===== config.mk =====
export PLATFORM = sky130hd
export DESIGN_NAME = wt_store_path
export DESIGN_NICKNAME = d
export VERILOG_FILES = /design/src/axi_pkg.sv /design/src/wt_cache_pkg.sv /design/src/wr_entry_if.sv /design/src/wt_store_path.sv /design/src/axi_write_channel.sv /design/src/store_buffer.sv /design/src/apb_store_port.sv
export SDC_FILE = /design/constraint.sdc
export NUM_CORES = 1
export LEC_CHECK = 0
export BUFFER_PORTS_ARGS = -buffer_cell sky130_fd_sc_hd__buf_2
export CORE_MARGIN = 2
export CORE_UTILIZATION = 55
export CTS_CLUSTER_SIZE = 12
export DETAILED_ROUTE_END_ITERATION = 6
export GPL_ROUTABILITY_DRIVEN = 0
export PLACE_DENSITY = 0.8
export SLEW_MARGIN = 15
export SYNTH_ARGS = -nofsm -noshare
export SYNTH_HDL_FRONTEND = slang
export SYNTH_HIERARCHICAL = 1
export SYNTH_SLANG_ARGS = --single-unit

===== constraint.sdc =====
create_clock -name clk -period 4.3 [get_ports clk]
set_input_delay 0.645 -clock clk [delete_from_list [all_inputs] [get_ports clk]]
set_output_delay 0.645 -clock clk [all_outputs]
set_load 0.1 [all_outputs]

===== src/axi_pkg.sv =====
package axi_pkg;

    localparam int AXI_ID_W = 4;

    // burst types
    localparam logic [1:0] BURST_FIXED = 2'b00;
    localparam logic [1:0] BURST_INCR  = 2'b01;

    // write response codes
    localparam logic [1:0] RESP_OKAY   = 2'b00;
    localparam logic [1:0] RESP_EXOKAY = 2'b01;
    localparam logic [1:0] RESP_SLVERR = 2'b10;
    localparam logic [1:0] RESP_DECERR = 2'b11;

    // beat size, log2 of the byte count
    localparam logic [2:0] SIZE_8B = 3'b011;

    // modifiable and bufferable
    localparam logic [3:0] CACHE_ATTR = 4'b0011;

endpackage


===== src/wt_cache_pkg.sv =====
package wt_cache_pkg;

    localparam int DATA_W      = 32;                // cache word
    localparam int NBYTES      = DATA_W / 8;
    localparam int NBYTES_W    = $clog2(NBYTES);
    localparam int BE_DATA_W   = 64;                // backend memory word
    localparam int BE_NBYTES   = BE_DATA_W / 8;
    localparam int BE_NBYTES_W = $clog2(BE_NBYTES);
    localparam int LANES       = BE_DATA_W / DATA_W; // cache words per backend word
    localparam int LANE_W      = $clog2(LANES);

    // one backend beat, seen whole or as cache-word lanes
    typedef union packed {
        logic [BE_DATA_W-1:0]         word;
        logic [LANES-1:0][DATA_W-1:0] lane;
    } be_word_u;

    // moves a cache-word strobe onto its lane of the backend word
    function automatic logic [BE_NBYTES-1:0] lane_strb(
        input logic [NBYTES-1:0] strb,
        input logic [LANE_W-1:0] lane
    );
        logic [BE_NBYTES-1:0] wide;
        wide             = '0;
        wide[NBYTES-1:0] = strb;
        return wide << (lane * NBYTES);
    endfunction

endpackage

===== src/wr_entry_if.sv =====
interface wr_entry_if #(
    parameter int ADDR_W = 32
);

    logic                            valid;
    logic                            ready;  // entry taken when both high at clk edge
    logic [ADDR_W-1:0]               addr;   // byte address of the cache word
    logic [wt_cache_pkg::DATA_W-1:0] wdata;
    logic [wt_cache_pkg::NBYTES-1:0] wstrb;

    // side that offers the entry
    modport source (
        output valid,
        output addr,
        output wdata,
        output wstrb,
        input  ready
    );

    // side that accepts the entry
    modport sink (
        input  valid,
        input  addr,
        input  wdata,
        input  wstrb,
        output ready
    );

endinterface


===== src/wt_store_path.sv =====
module wt_store_path #(
    parameter int                           ADDR_W    = 32,
    parameter int                           BUF_DEPTH = 4,
    parameter logic [axi_pkg::AXI_ID_W-1:0] AXI_ID    = '0
) (
    input  logic                               clk,
    input  logic                               reset,
    input  logic                               psel,
    input  logic                               penable,
    input  logic                               pwrite,
    input  logic [ADDR_W-1:0]                  paddr,
    input  logic [wt_cache_pkg::DATA_W-1:0]    pwdata,
    input  logic [wt_cache_pkg::NBYTES-1:0]    pstrb,
    output logic                               pready,
    output logic [wt_cache_pkg::DATA_W-1:0]    prdata,
    output logic                               axi_awvalid,
    output logic [ADDR_W-1:0]                  axi_awaddr,
    output logic [7:0]                         axi_awlen,
    output logic [2:0]                         axi_awsize,
    output logic [1:0]                         axi_awburst,
    output logic                               axi_awlock,
    output logic [3:0]                         axi_awcache,
    output logic [2:0]                         axi_awprot,
    output logic [3:0]                         axi_awqos,
    output logic [axi_pkg::AXI_ID_W-1:0]       axi_awid,
    input  logic                               axi_awready,
    output logic                               axi_wvalid,
    output logic [wt_cache_pkg::BE_DATA_W-1:0] axi_wdata,
    output logic [wt_cache_pkg::BE_NBYTES-1:0] axi_wstrb,
    output logic                               axi_wlast,
    input  logic                               axi_wready,
    input  logic                               axi_bvalid,
    input  logic [1:0]                         axi_bresp,
    output logic                               axi_bready
);

    logic [$clog2(BUF_DEPTH):0] pending;  // entries not yet acked

    wr_entry_if #(.ADDR_W(ADDR_W)) push_bus ();
    wr_entry_if #(.ADDR_W(ADDR_W)) head_bus ();

    apb_store_port #(
        .ADDR_W    (ADDR_W),
        .BUF_DEPTH (BUF_DEPTH)
    ) apb_store_port_inst (
        .clk     (clk),
        .reset   (reset),
        .psel    (psel),
        .penable (penable),
        .pwrite  (pwrite),
        .paddr   (paddr),
        .pwdata  (pwdata),
        .pstrb   (pstrb),
        .pready  (pready),
        .prdata  (prdata),
        .push    (push_bus),
        .count   (pending)
    );

    store_buffer #(
        .ADDR_W    (ADDR_W),
        .BUF_DEPTH (BUF_DEPTH)
    ) store_buffer_inst (
        .clk   (clk),
        .reset (reset),
        .push  (push_bus),
        .head  (head_bus),
        .count (pending)
    );

    axi_write_channel #(
        .ADDR_W (ADDR_W),
        .AXI_ID (AXI_ID)
    ) axi_write_channel_inst (
        .clk         (clk),
        .reset       (reset),
        .head        (head_bus),
        .axi_awvalid (axi_awvalid),
        .axi_awaddr  (axi_awaddr),
        .axi_awlen   (axi_awlen),
        .axi_awsize  (axi_awsize),
        .axi_awburst (axi_awburst),
        .axi_awlock  (axi_awlock),
        .axi_awcache (axi_awcache),
        .axi_awprot  (axi_awprot),
        .axi_awqos   (axi_awqos),
        .axi_awid    (axi_awid),
        .axi_awready (axi_awready),
        .axi_wvalid  (axi_wvalid),
        .axi_wdata   (axi_wdata),
        .axi_wstrb   (axi_wstrb),
        .axi_wlast   (axi_wlast),
        .axi_wready  (axi_wready),
        .axi_bvalid  (axi_bvalid),
        .axi_bresp   (axi_bresp),
        .axi_bready  (axi_bready)
    );

endmodule


===== src/axi_write_channel.sv =====
module axi_write_channel #(
    parameter int                           ADDR_W = 32,
    parameter logic [axi_pkg::AXI_ID_W-1:0] AXI_ID = '0
) (
    input  logic                               clk,
    input  logic                               reset,
    wr_entry_if.sink                           head,
    output logic                               axi_awvalid,
    output logic [ADDR_W-1:0]                  axi_awaddr,
    output logic [7:0]                         axi_awlen,
    output logic [2:0]                         axi_awsize,
    output logic [1:0]                         axi_awburst,
    output logic                               axi_awlock,
    output logic [3:0]                         axi_awcache,
    output logic [2:0]                         axi_awprot,
    output logic [3:0]                         axi_awqos,
    output logic [axi_pkg::AXI_ID_W-1:0]       axi_awid,
    input  logic                               axi_awready,
    output logic                               axi_wvalid,
    output logic [wt_cache_pkg::BE_DATA_W-1:0] axi_wdata,
    output logic [wt_cache_pkg::BE_NBYTES-1:0] axi_wstrb,
    output logic                               axi_wlast,
    input  logic                               axi_wready,
    input  logic                               axi_bvalid,
    input  logic [1:0]                         axi_bresp,
    output logic                               axi_bready
);

    localparam logic [1:0] S_IDLE   = 2'd0;
    localparam logic [1:0] S_ADDR   = 2'd1;
    localparam logic [1:0] S_WRITE  = 2'd2;
    localparam logic [1:0] S_VERIFY = 2'd3;

    logic [1:0]                       state;
    logic                             resp_ok;
    logic [wt_cache_pkg::LANE_W-1:0]  lane;
    wt_cache_pkg::be_word_u           be_wdata;

    assign resp_ok = axi_bvalid && (axi_bresp == axi_pkg::RESP_OKAY);

    always_ff @(posedge clk or posedge reset) begin
        if (reset) begin
            state <= S_IDLE;
        end else begin
            case (state)
                S_IDLE: begin
                    if (head.valid) begin
                        state <= S_ADDR;
                    end
                end
                S_ADDR: begin
                    if (!head.valid) begin
                        state <= S_IDLE;  // last ack drained the queue
                    end else if (axi_awready) begin
                        state <= S_WRITE;
                    end
                end
                S_WRITE: begin
                    if (axi_wready) begin
                        state <= S_VERIFY;
                    end
                end
                default: begin
                    // okay moves to the next head, an error resends this one
                    if (axi_bvalid) begin
                        state <= S_ADDR;
                    end
                end
            endcase
        end
    end

    assign axi_awvalid = (state == S_ADDR) && head.valid;
    assign axi_wvalid  = (state == S_WRITE);
    assign axi_bready  = (state == S_VERIFY);
    assign head.ready  = (state == S_VERIFY) && resp_ok;  // entry written

    // single fixed beat per entry
    assign axi_awlen   = 8'd0;
    assign axi_awsize  = axi_pkg::SIZE_8B;
    assign axi_awburst = axi_pkg::BURST_FIXED;
    assign axi_awlock  = 1'b0;
    assign axi_awcache = axi_pkg::CACHE_ATTR;
    assign axi_awprot  = 3'd0;
    assign axi_awqos   = 4'd0;
    assign axi_awid    = AXI_ID;
    assign axi_wlast   = axi_wvalid;

    // backend word address
    assign axi_awaddr = {head.addr[ADDR_W-1:wt_cache_pkg::BE_NBYTES_W],
                         {wt_cache_pkg::BE_NBYTES_W{1'b0}}};

    // which cache word inside the backend word
    assign lane = head.addr[wt_cache_pkg::NBYTES_W +: wt_cache_pkg::LANE_W];

    // word copied to every lane, strobe picks the real one
    always_comb begin
        for (int i = 0; i < wt_cache_pkg::LANES; i++) begin
            be_wdata.lane[i] = head.wdata;
        end
    end

    assign axi_wdata = be_wdata.word;
    assign axi_wstrb = wt_cache_pkg::lane_strb(head.wstrb, lane);

    // address phase holds until accepted
    a_aw_hold: assert property (
        @(posedge clk) disable iff (reset)
        (axi_awvalid && !axi_awready) |=> (axi_awvalid && $stable(axi_awaddr))
    );

endmodule


===== src/store_buffer.sv =====
module store_buffer #(
    parameter int ADDR_W    = 32,
    parameter int BUF_DEPTH = 4
) (
    input  logic                       clk,
    input  logic                       reset,
    wr_entry_if.sink                   push,
    wr_entry_if.source                 head,
    output logic [$clog2(BUF_DEPTH):0] count
);

    localparam int PTR_W = (BUF_DEPTH > 1) ? $clog2(BUF_DEPTH) : 1;
    localparam int CNT_W = $clog2(BUF_DEPTH) + 1;

    logic [ADDR_W-1:0]               addr_mem [BUF_DEPTH];
    logic [wt_cache_pkg::DATA_W-1:0] data_mem [BUF_DEPTH];
    logic [wt_cache_pkg::NBYTES-1:0] strb_mem [BUF_DEPTH];

    logic [PTR_W-1:0] wr_ptr;
    logic [PTR_W-1:0] rd_ptr;
    logic             full;
    logic             do_push;
    logic             do_pop;

    assign full = (count == CNT_W'(BUF_DEPTH));

    // a full buffer still takes a push when the head leaves in the same cycle
    assign push.ready = !full || head.ready;
    assign do_push    = push.valid && push.ready;
    assign do_pop     = head.valid && head.ready;

    // oldest entry
    assign head.valid = (count != '0);
    assign head.addr  = addr_mem[rd_ptr];
    assign head.wdata = data_mem[rd_ptr];
    assign head.wstrb = strb_mem[rd_ptr];

    always_ff @(posedge clk) begin
        if (do_push) begin
            addr_mem[wr_ptr] <= push.addr;
            data_mem[wr_ptr] <= push.wdata;
            strb_mem[wr_ptr] <= push.wstrb;
        end
    end

    always_ff @(posedge clk or posedge reset) begin
        if (reset) begin
            wr_ptr <= '0;
            rd_ptr <= '0;
            count  <= '0;
        end else begin
            if (do_push) begin
                wr_ptr <= (wr_ptr == PTR_W'(BUF_DEPTH - 1)) ? '0 : wr_ptr + 1'b1;
            end
            if (do_pop) begin
                rd_ptr <= (rd_ptr == PTR_W'(BUF_DEPTH - 1)) ? '0 : rd_ptr + 1'b1;
            end
            case ({do_push, do_pop})
                2'b10:   count <= count + 1'b1;
                2'b01:   count <= count - 1'b1;
                default: count <= count;  // idle or push with pop
            endcase
        end
    end

    // occupancy never runs past the depth
    a_no_overflow: assert property (
        @(posedge clk) disable iff (reset)
        count <= CNT_W'(BUF_DEPTH)
    );

    // the channel only acknowledges an entry that exists
    a_no_underflow: assert property (
        @(posedge clk) disable iff (reset)
        head.ready |-> head.valid
    );

endmodule


===== src/apb_store_port.sv =====
module apb_store_port #(
    parameter int ADDR_W    = 32,
    parameter int BUF_DEPTH = 4
) (
    input  logic                            clk,
    input  logic                            reset,
    input  logic                            psel,
    input  logic                            penable,
    input  logic                            pwrite,
    input  logic [ADDR_W-1:0]               paddr,
    input  logic [wt_cache_pkg::DATA_W-1:0] pwdata,
    input  logic [wt_cache_pkg::NBYTES-1:0] pstrb,
    output logic                            pready,
    output logic [wt_cache_pkg::DATA_W-1:0] prdata,
    wr_entry_if.source                      push,
    input  logic [$clog2(BUF_DEPTH):0]      count
);

    logic access;

    assign access = psel && penable;  // APB access phase

    // a write access is offered to the queue until it is taken
    assign push.valid = access && pwrite;
    assign push.addr  = paddr;
    assign push.wdata = pwdata;
    assign push.wstrb = pstrb;

    // writes wait for a free slot, reads complete at once
    assign pready = !pwrite || push.ready;

    // any read address returns the pending count
    always_comb begin
        prdata = '0;
        if (access && !pwrite) begin
            prdata[$clog2(BUF_DEPTH):0] = count;  // zero-extended
        end
    end

    // a stalled master must keep its request steady
    a_apb_hold: assert property (
        @(posedge clk) disable iff (reset)
        (psel && !pready) |=> ($stable(paddr) && $stable(pwdata) && $stable(pwrite))
    );

endmodule


## After elaboration in Yosys (flattened, before gate mapping)

Memory sizes are Yosys's and may differ from the RTL's.
Cells that the tools add are included.

| storage, ports and cells | value |
|---|---|
| register bits after elaboration | 9 |
| bits in latches | 0 |
| memory bits (writable) | 272 |
| memory bits (read-only) | 0 |
| input port bits | 78 |
| output and inout bits | 170 |
| word-level logic and storage cells | 53 |
| memories kept | 3 |

| cells by class | value |
|---|---|
| $add $sub $neg | 4 |
| multiply operators | 0 |
| divide/modulo/power cells | 0 |
| $lt $le $gt $ge | 0 |
| equal/unequal tests | 11 |
| shifts and indexed selects | 1 |
| mux-type cells | 12 |
| bitwise logic cells | 0 |
| reductions and logical operators | 18 |

Memory list:

| memory | depth | bits a word | read ports | clocked after memory_dff | write ports | line | source |
|---|---|---|---|---|---|---|---|
| store_buffer_inst.addr_mem | 4 | 32 | 1 | 0 | 1 | store_buffer.sv:15 | `logic [ADDR_W-1:0] addr_mem [BUF_DEPTH];` |
| store_buffer_inst.data_mem | 4 | 32 | 1 | 0 | 1 | store_buffer.sv:16 | `logic [wt_cache_pkg::DATA_W-1:0] data_mem [BUF_DEPTH];` |
| store_buffer_inst.strb_mem | 4 | 4 | 1 | 0 | 1 | store_buffer.sv:17 | `logic [wt_cache_pkg::NBYTES-1:0] strb_mem [BUF_DEPTH];` |

Operator list:

| operator | count |
|---|---|
| two-way mux 2 bit | 7 |
| equality test 2 bit (second input constant) | 5 |
| logical AND 1 bit | 8 |
| << shifter 4 x 3 -> 8 bit | 1 |
| one-hot mux 2 bit (3 select lines) | 1 |
| one-hot mux 3 bit (2 select lines) | 1 |
| adder 2 x 1 -> 2 bit (second input constant) | 2 |
| equality test 2 x 1 -> 1 bit (second input constant) | 2 |
| logical NOT 2 bit | 2 |
| inequality test 2 x 1 -> 1 bit (second input constant) | 2 |
| AND reduction 4 bit | 1 |
| nonzero test 4 bit | 1 |
| adder 3 x 1 -> 3 bit (second input constant) | 1 |
| equality test 3 bit (second input constant) | 1 |
| two-way mux 3 bit | 1 |
| inequality test 3 bit (second input constant) | 1 |
| nonzero test 3 bit | 1 |
| subtractor 3 x 1 -> 3 bit (second input constant) | 1 |
| logical NOT 1 bit | 2 |
| logical OR 1 bit | 2 |
| two-way mux 1 bit | 2 |
| nonzero test 2 bit | 1 |

## Longest topological paths before layout

| logic depth | value |
|---|---|
| depth in word-level cells | 7 |
| depth in mapped cells | 12 |

## Cells and area by module

The synthesis kept the hierarchy.

Modules (own cells, without submodules):

| module | times used | cells an instance | area an instance (um^2) |
|---|---|---|---|
| store_buffer | 1 | 400 | 10228.6 |
| axi_write_channel | 1 | 156 | 1232.4 |
| apb_store_port | 1 | 103 | 775.7 |

## Least setup slack after synthesis

No wires, ideal clock.

| timing path | value |
|---|---|
| kind | register to register |
| start | register axi_write_channel_inst.state[0] |
| end | memory store_buffer_inst.addr_mem[0][0], enable pin |
| library setup time | 0.434 ns |
| arrival | 3.522 ns |
| setup slack | 0.345 ns |
| cell stages (with the launch flop) | 6 |
| path buffers | 1 |
| period minus slack after synthesis | 3.955 ns |
| cell sequence | dfrtp_1 -> ha_1 -> nor4bb_1 -> or4b_1 -> buf_2 -> and3_1 |

| between the ends | value |
|---|---|
| word-level cells in the longest chain between the ends | 6 |

RTL lines:

| element | line | source |
|---|---|---|
| start, declared | axi_write_channel.sv:34 | `logic [1:0] state;` |
| start signal, assigned | axi_write_channel.sv:43 | `state <= S_IDLE;` |
| start signal, assigned | axi_write_channel.sv:48 | `state <= S_ADDR;` |
| start signal, assigned | axi_write_channel.sv:53 | `state <= S_IDLE;` |
| equality test 2 bit | -- |  |
| via axi_bready | wt_store_path.sv:34 | `output logic axi_bready` |
| logical AND 1 bit | axi_write_channel.sv:76 | `assign head.ready = (state == S_VERIFY) && resp_ok;` |
| via head_bus.ready | wr_entry_if.sv:6 | `logic ready;` |
| logical OR 1 bit | store_buffer.sv:28 | `assign push.ready = !full \|\| head.ready;` |
| via push_bus.ready | wr_entry_if.sv:6 |  |
| logical AND 1 bit | store_buffer.sv:29 | `assign do_push = push.valid && push.ready;` |
| two-way mux 1 bit | store_buffer.sv:39 | `if (do_push) begin` |
| two-way mux 1 bit (implied by the code) | store_buffer.sv:40 | `addr_mem[wr_ptr] <= push.addr;` |
| end, declared | store_buffer.sv:15 |  |

The timed path passes the listed nets, and every way through them passes these cells.

## Worst setup path in the final report

| timing path | value |
|---|---|
| start | register store_buffer_inst.rd_ptr[0] |
| end | output axi_wstrb[2] (netlist name) |

| between the ends | value |
|---|---|
| word-level cells in the longest chain between the ends | 2 |
| elaborated cells between the ends (all ways) | 3 |
| those cells by class | shift (1); memory (2) |

RTL lines:

| element | line | source |
|---|---|---|
| start, declared | store_buffer.sv:20 | `logic [PTR_W-1:0] rd_ptr;` |
| start signal, assigned | store_buffer.sv:56 | `rd_ptr <= (rd_ptr == PTR_W'(BUF_DEPTH - 1)) ? '0 : rd_ptr + 1'b1;` |
| memory (4 x 32 bit) | -- |  |
| via head_bus.addr[2] | wr_entry_if.sv:7 | `logic [ADDR_W-1:0] addr;` |
| << shifter 4 x 3 -> 8 bit | wt_cache_pkg.sv:26 | `return wide << (lane * NBYTES);` |
| end, declared | wt_store_path.sv:29 | `output logic [wt_cache_pkg::BE_NBYTES-1:0] axi_wstrb,` |

The timed path passes the listed nets, and every way through them passes these cells.

==> impl_metrics.env <==
export IMPL_status="complete, no violations"
export IMPL_startpoint_type="flip-flop"
export IMPL_hpwl_um=11400
export IMPL_final_nets=774
export IMPL_tns_ns=0
export IMPL_drtAntennaViolNets=0
export IMPL_gr_usage_all_layers_pct=16.5
export IMPL_post_cts_resized=0
export IMPL_cts_root_buffer="clkbuf_16"
export IMPL_crit_type="reg -> out"
export IMPL_antenna_found_initial=3
export IMPL_clkLatencyLatePin_ns=0.52
export IMPL_syn_inst=647
export IMPL_fin_skew_ns=0.00472
export IMPL_cts_setup_buffers=0
export IMPL_drive_gt1_share_pct=43.5
export IMPL_holdBufCountCts=1
export IMPL_route_detailed_drc=0
export IMPL_grt_ovfl_total=0
export IMPL_seqCellArea_um2=8160
export IMPL_clk_pin_slew_worst_paths_ns=0.06
export IMPL_area_growth_pct=5.20
export IMPL_cts_tree="done"
export IMPL_hp_class="in -> reg"
export IMPL_initial_core_util_pct=56.4
export IMPL_fin_crit_sh_pct=79.1
export IMPL_final_cell_count_no_fill=972
export IMPL_grt_max_degree=67
export IMPL_clk_path_buf_depth=3
export IMPL_dpl_cell_count=928
export IMPL_drt_iter0_drc=283
export IMPL_cts_inserted_buffers=28
export IMPL_cp_cell_sequence="mux4_2 -> nor2b_1 -> buf_2"
export IMPL_vias_per_cell=5.21
export IMPL_first_global_vias=5295
export IMPL_period_needed_ns=3.40
export IMPL_port_buffers=184
export IMPL_endpoint_kind="output port"
export IMPL_critPathMaxFanout=37
export IMPL_core_um2=21200
export IMPL_slew_headroom_pct=28.0
export IMPL_maxCapViolations=0
export IMPL_rows=53
export IMPL_cts_max_level=1
export IMPL_met1_usage_pct=20.0
export IMPL_vias=5066
export IMPL_arrival_ns=2.76
export IMPL_crit_required_ns=3.65
export IMPL_slowest_stage="dfrtp_4"
export IMPL_ys_warn_count=6
export IMPL_use_met2_pct=29.4
export IMPL_die_height_um=151
export IMPL_fmax_mhz=294
export IMPL_die_w_um=151
export IMPL_globalRoute_busiestLayer="met2"
export IMPL_setup_violations=0
export IMPL_wl_per_cell_um=19.4
export IMPL_ios=248
export IMPL_hold_violations=0
export IMPL_gr_usage_met3_pct=4.22
export IMPL_grt_setup_unrepaired="false"
export IMPL_worstMarginPinSlew_ns=1.08
export IMPL_slew_violations=0
export IMPL_clock_sinks=273
export IMPL_cpPeakStageDelay_ns=0.93
export IMPL_syn_cell_area_um2=11900
export IMPL_syn_area_per_cell_um2=18.4
export IMPL_die_area_um2=22900
export IMPL_n_fill_cell=1515
export IMPL_grt_pass1_wl_um=28500
export IMPL_drt_total_wl_um=18900
export IMPL_multi_input_comb_area_um2=2240
export IMPL_dr_pass1_iters=4
## area by class of cell
cell class / count / share of cell area, %
Timing Repair Buffer: 187 / 7.63
Inverter: 12 / 0.359
Clock inverter: 7 / 0.478
Clock buffer: 34 / 5.93
Multi-Input combinational cell: 182 / 17.8
Sequential cell: 273 / 65.0
Tap cell: 275 / 2.74
Antenna cell: 2 / 0.0399
## cell usage in the layout (no fill, tap or decap), types with 3 or more instances in the layout
cell type,count
and2_1,4
clkbuf_1,5
clkbuf_16,29
nor2_1,3
mux4_2,66
nor2b_1,5
conb_1,61
buf_2,184
clkinv_2,3
and3_4,4
inv_1,12
ha_1,11
mux2i_1,3
dfrtp_1,7
and4b_1,3
edfxtp_1,264
## critical path, delay by kind of cell (launching register included)
family                 cells  cell delay, ns
buffers and inverters      1            0.43
DFF                        1            0.93
muxes                      1            0.69
and+or+nand+nor            1            0.14
## flip-flops by register name, indices dropped and copies added, names as in the netlist
| signal | count |
|---|---|
| axi_write_channel_inst/state | 2 |
| store_buffer_inst/addr_mem | 120 |
| store_buffer_inst/count | 3 |
| store_buffer_inst/data_mem | 128 |
| store_buffer_inst/rd_ptr | 2 |
| store_buffer_inst/strb_mem | 16 |
| store_buffer_inst/wr_ptr | 2 |
## final timing paths
kind                                                  from                               end  slack [ns]  depth (start not counted)
min in group asynchronous                            reset   axi_write_channel_inst/state[0]        0.54                          3
min reg2reg                     store_buffer_inst/count[2]        store_buffer_inst/count[2]        0.54                          1
max                            store_buffer_inst/rd_ptr[0]                      axi_wstrb[2]        0.90                          3
max in group asynchronous                            reset       store_buffer_inst/rd_ptr[1]        3.45                          3
min                                              pwdata[2]  store_buffer_inst/data_mem[3][2]        0.33                          1
max reg2reg                axi_write_channel_inst/state[0]        store_buffer_inst/count[2]        1.46                         11
## metrics by stage
step	hold slack (ns)	setup WS, ns	util (%)	cell area (um^2)
after floorplan	0.386	0.392	-	12200
after global placement	0.493	1.37	55.5	11700
after detailed placement	0.516	1.37	55.5	11700
after CTS	0.306	0.793	59.3	12600
after global routing	0.315	0.670	59.3	12600
final	0.334	0.897	59.4	12600
## metal layers
| metal | up-vias | share of wire [%] | wire length (um) |
|---|---|---|---|
| met3 | 24 | 8.0 | 1500 |
| li1 | 2228 | - | - |
| met4 | 2 | 1.6 | 307 |
| met1 | 2593 | 39 | 7300 |
| met2 | 219 | 52 | 9760 |
| met5 | - | 0.069 | 13 |
Power is left out: the tool's default activity adds up to more than one toggle a clock period on the data nets, which glitch-free logic cannot reach.
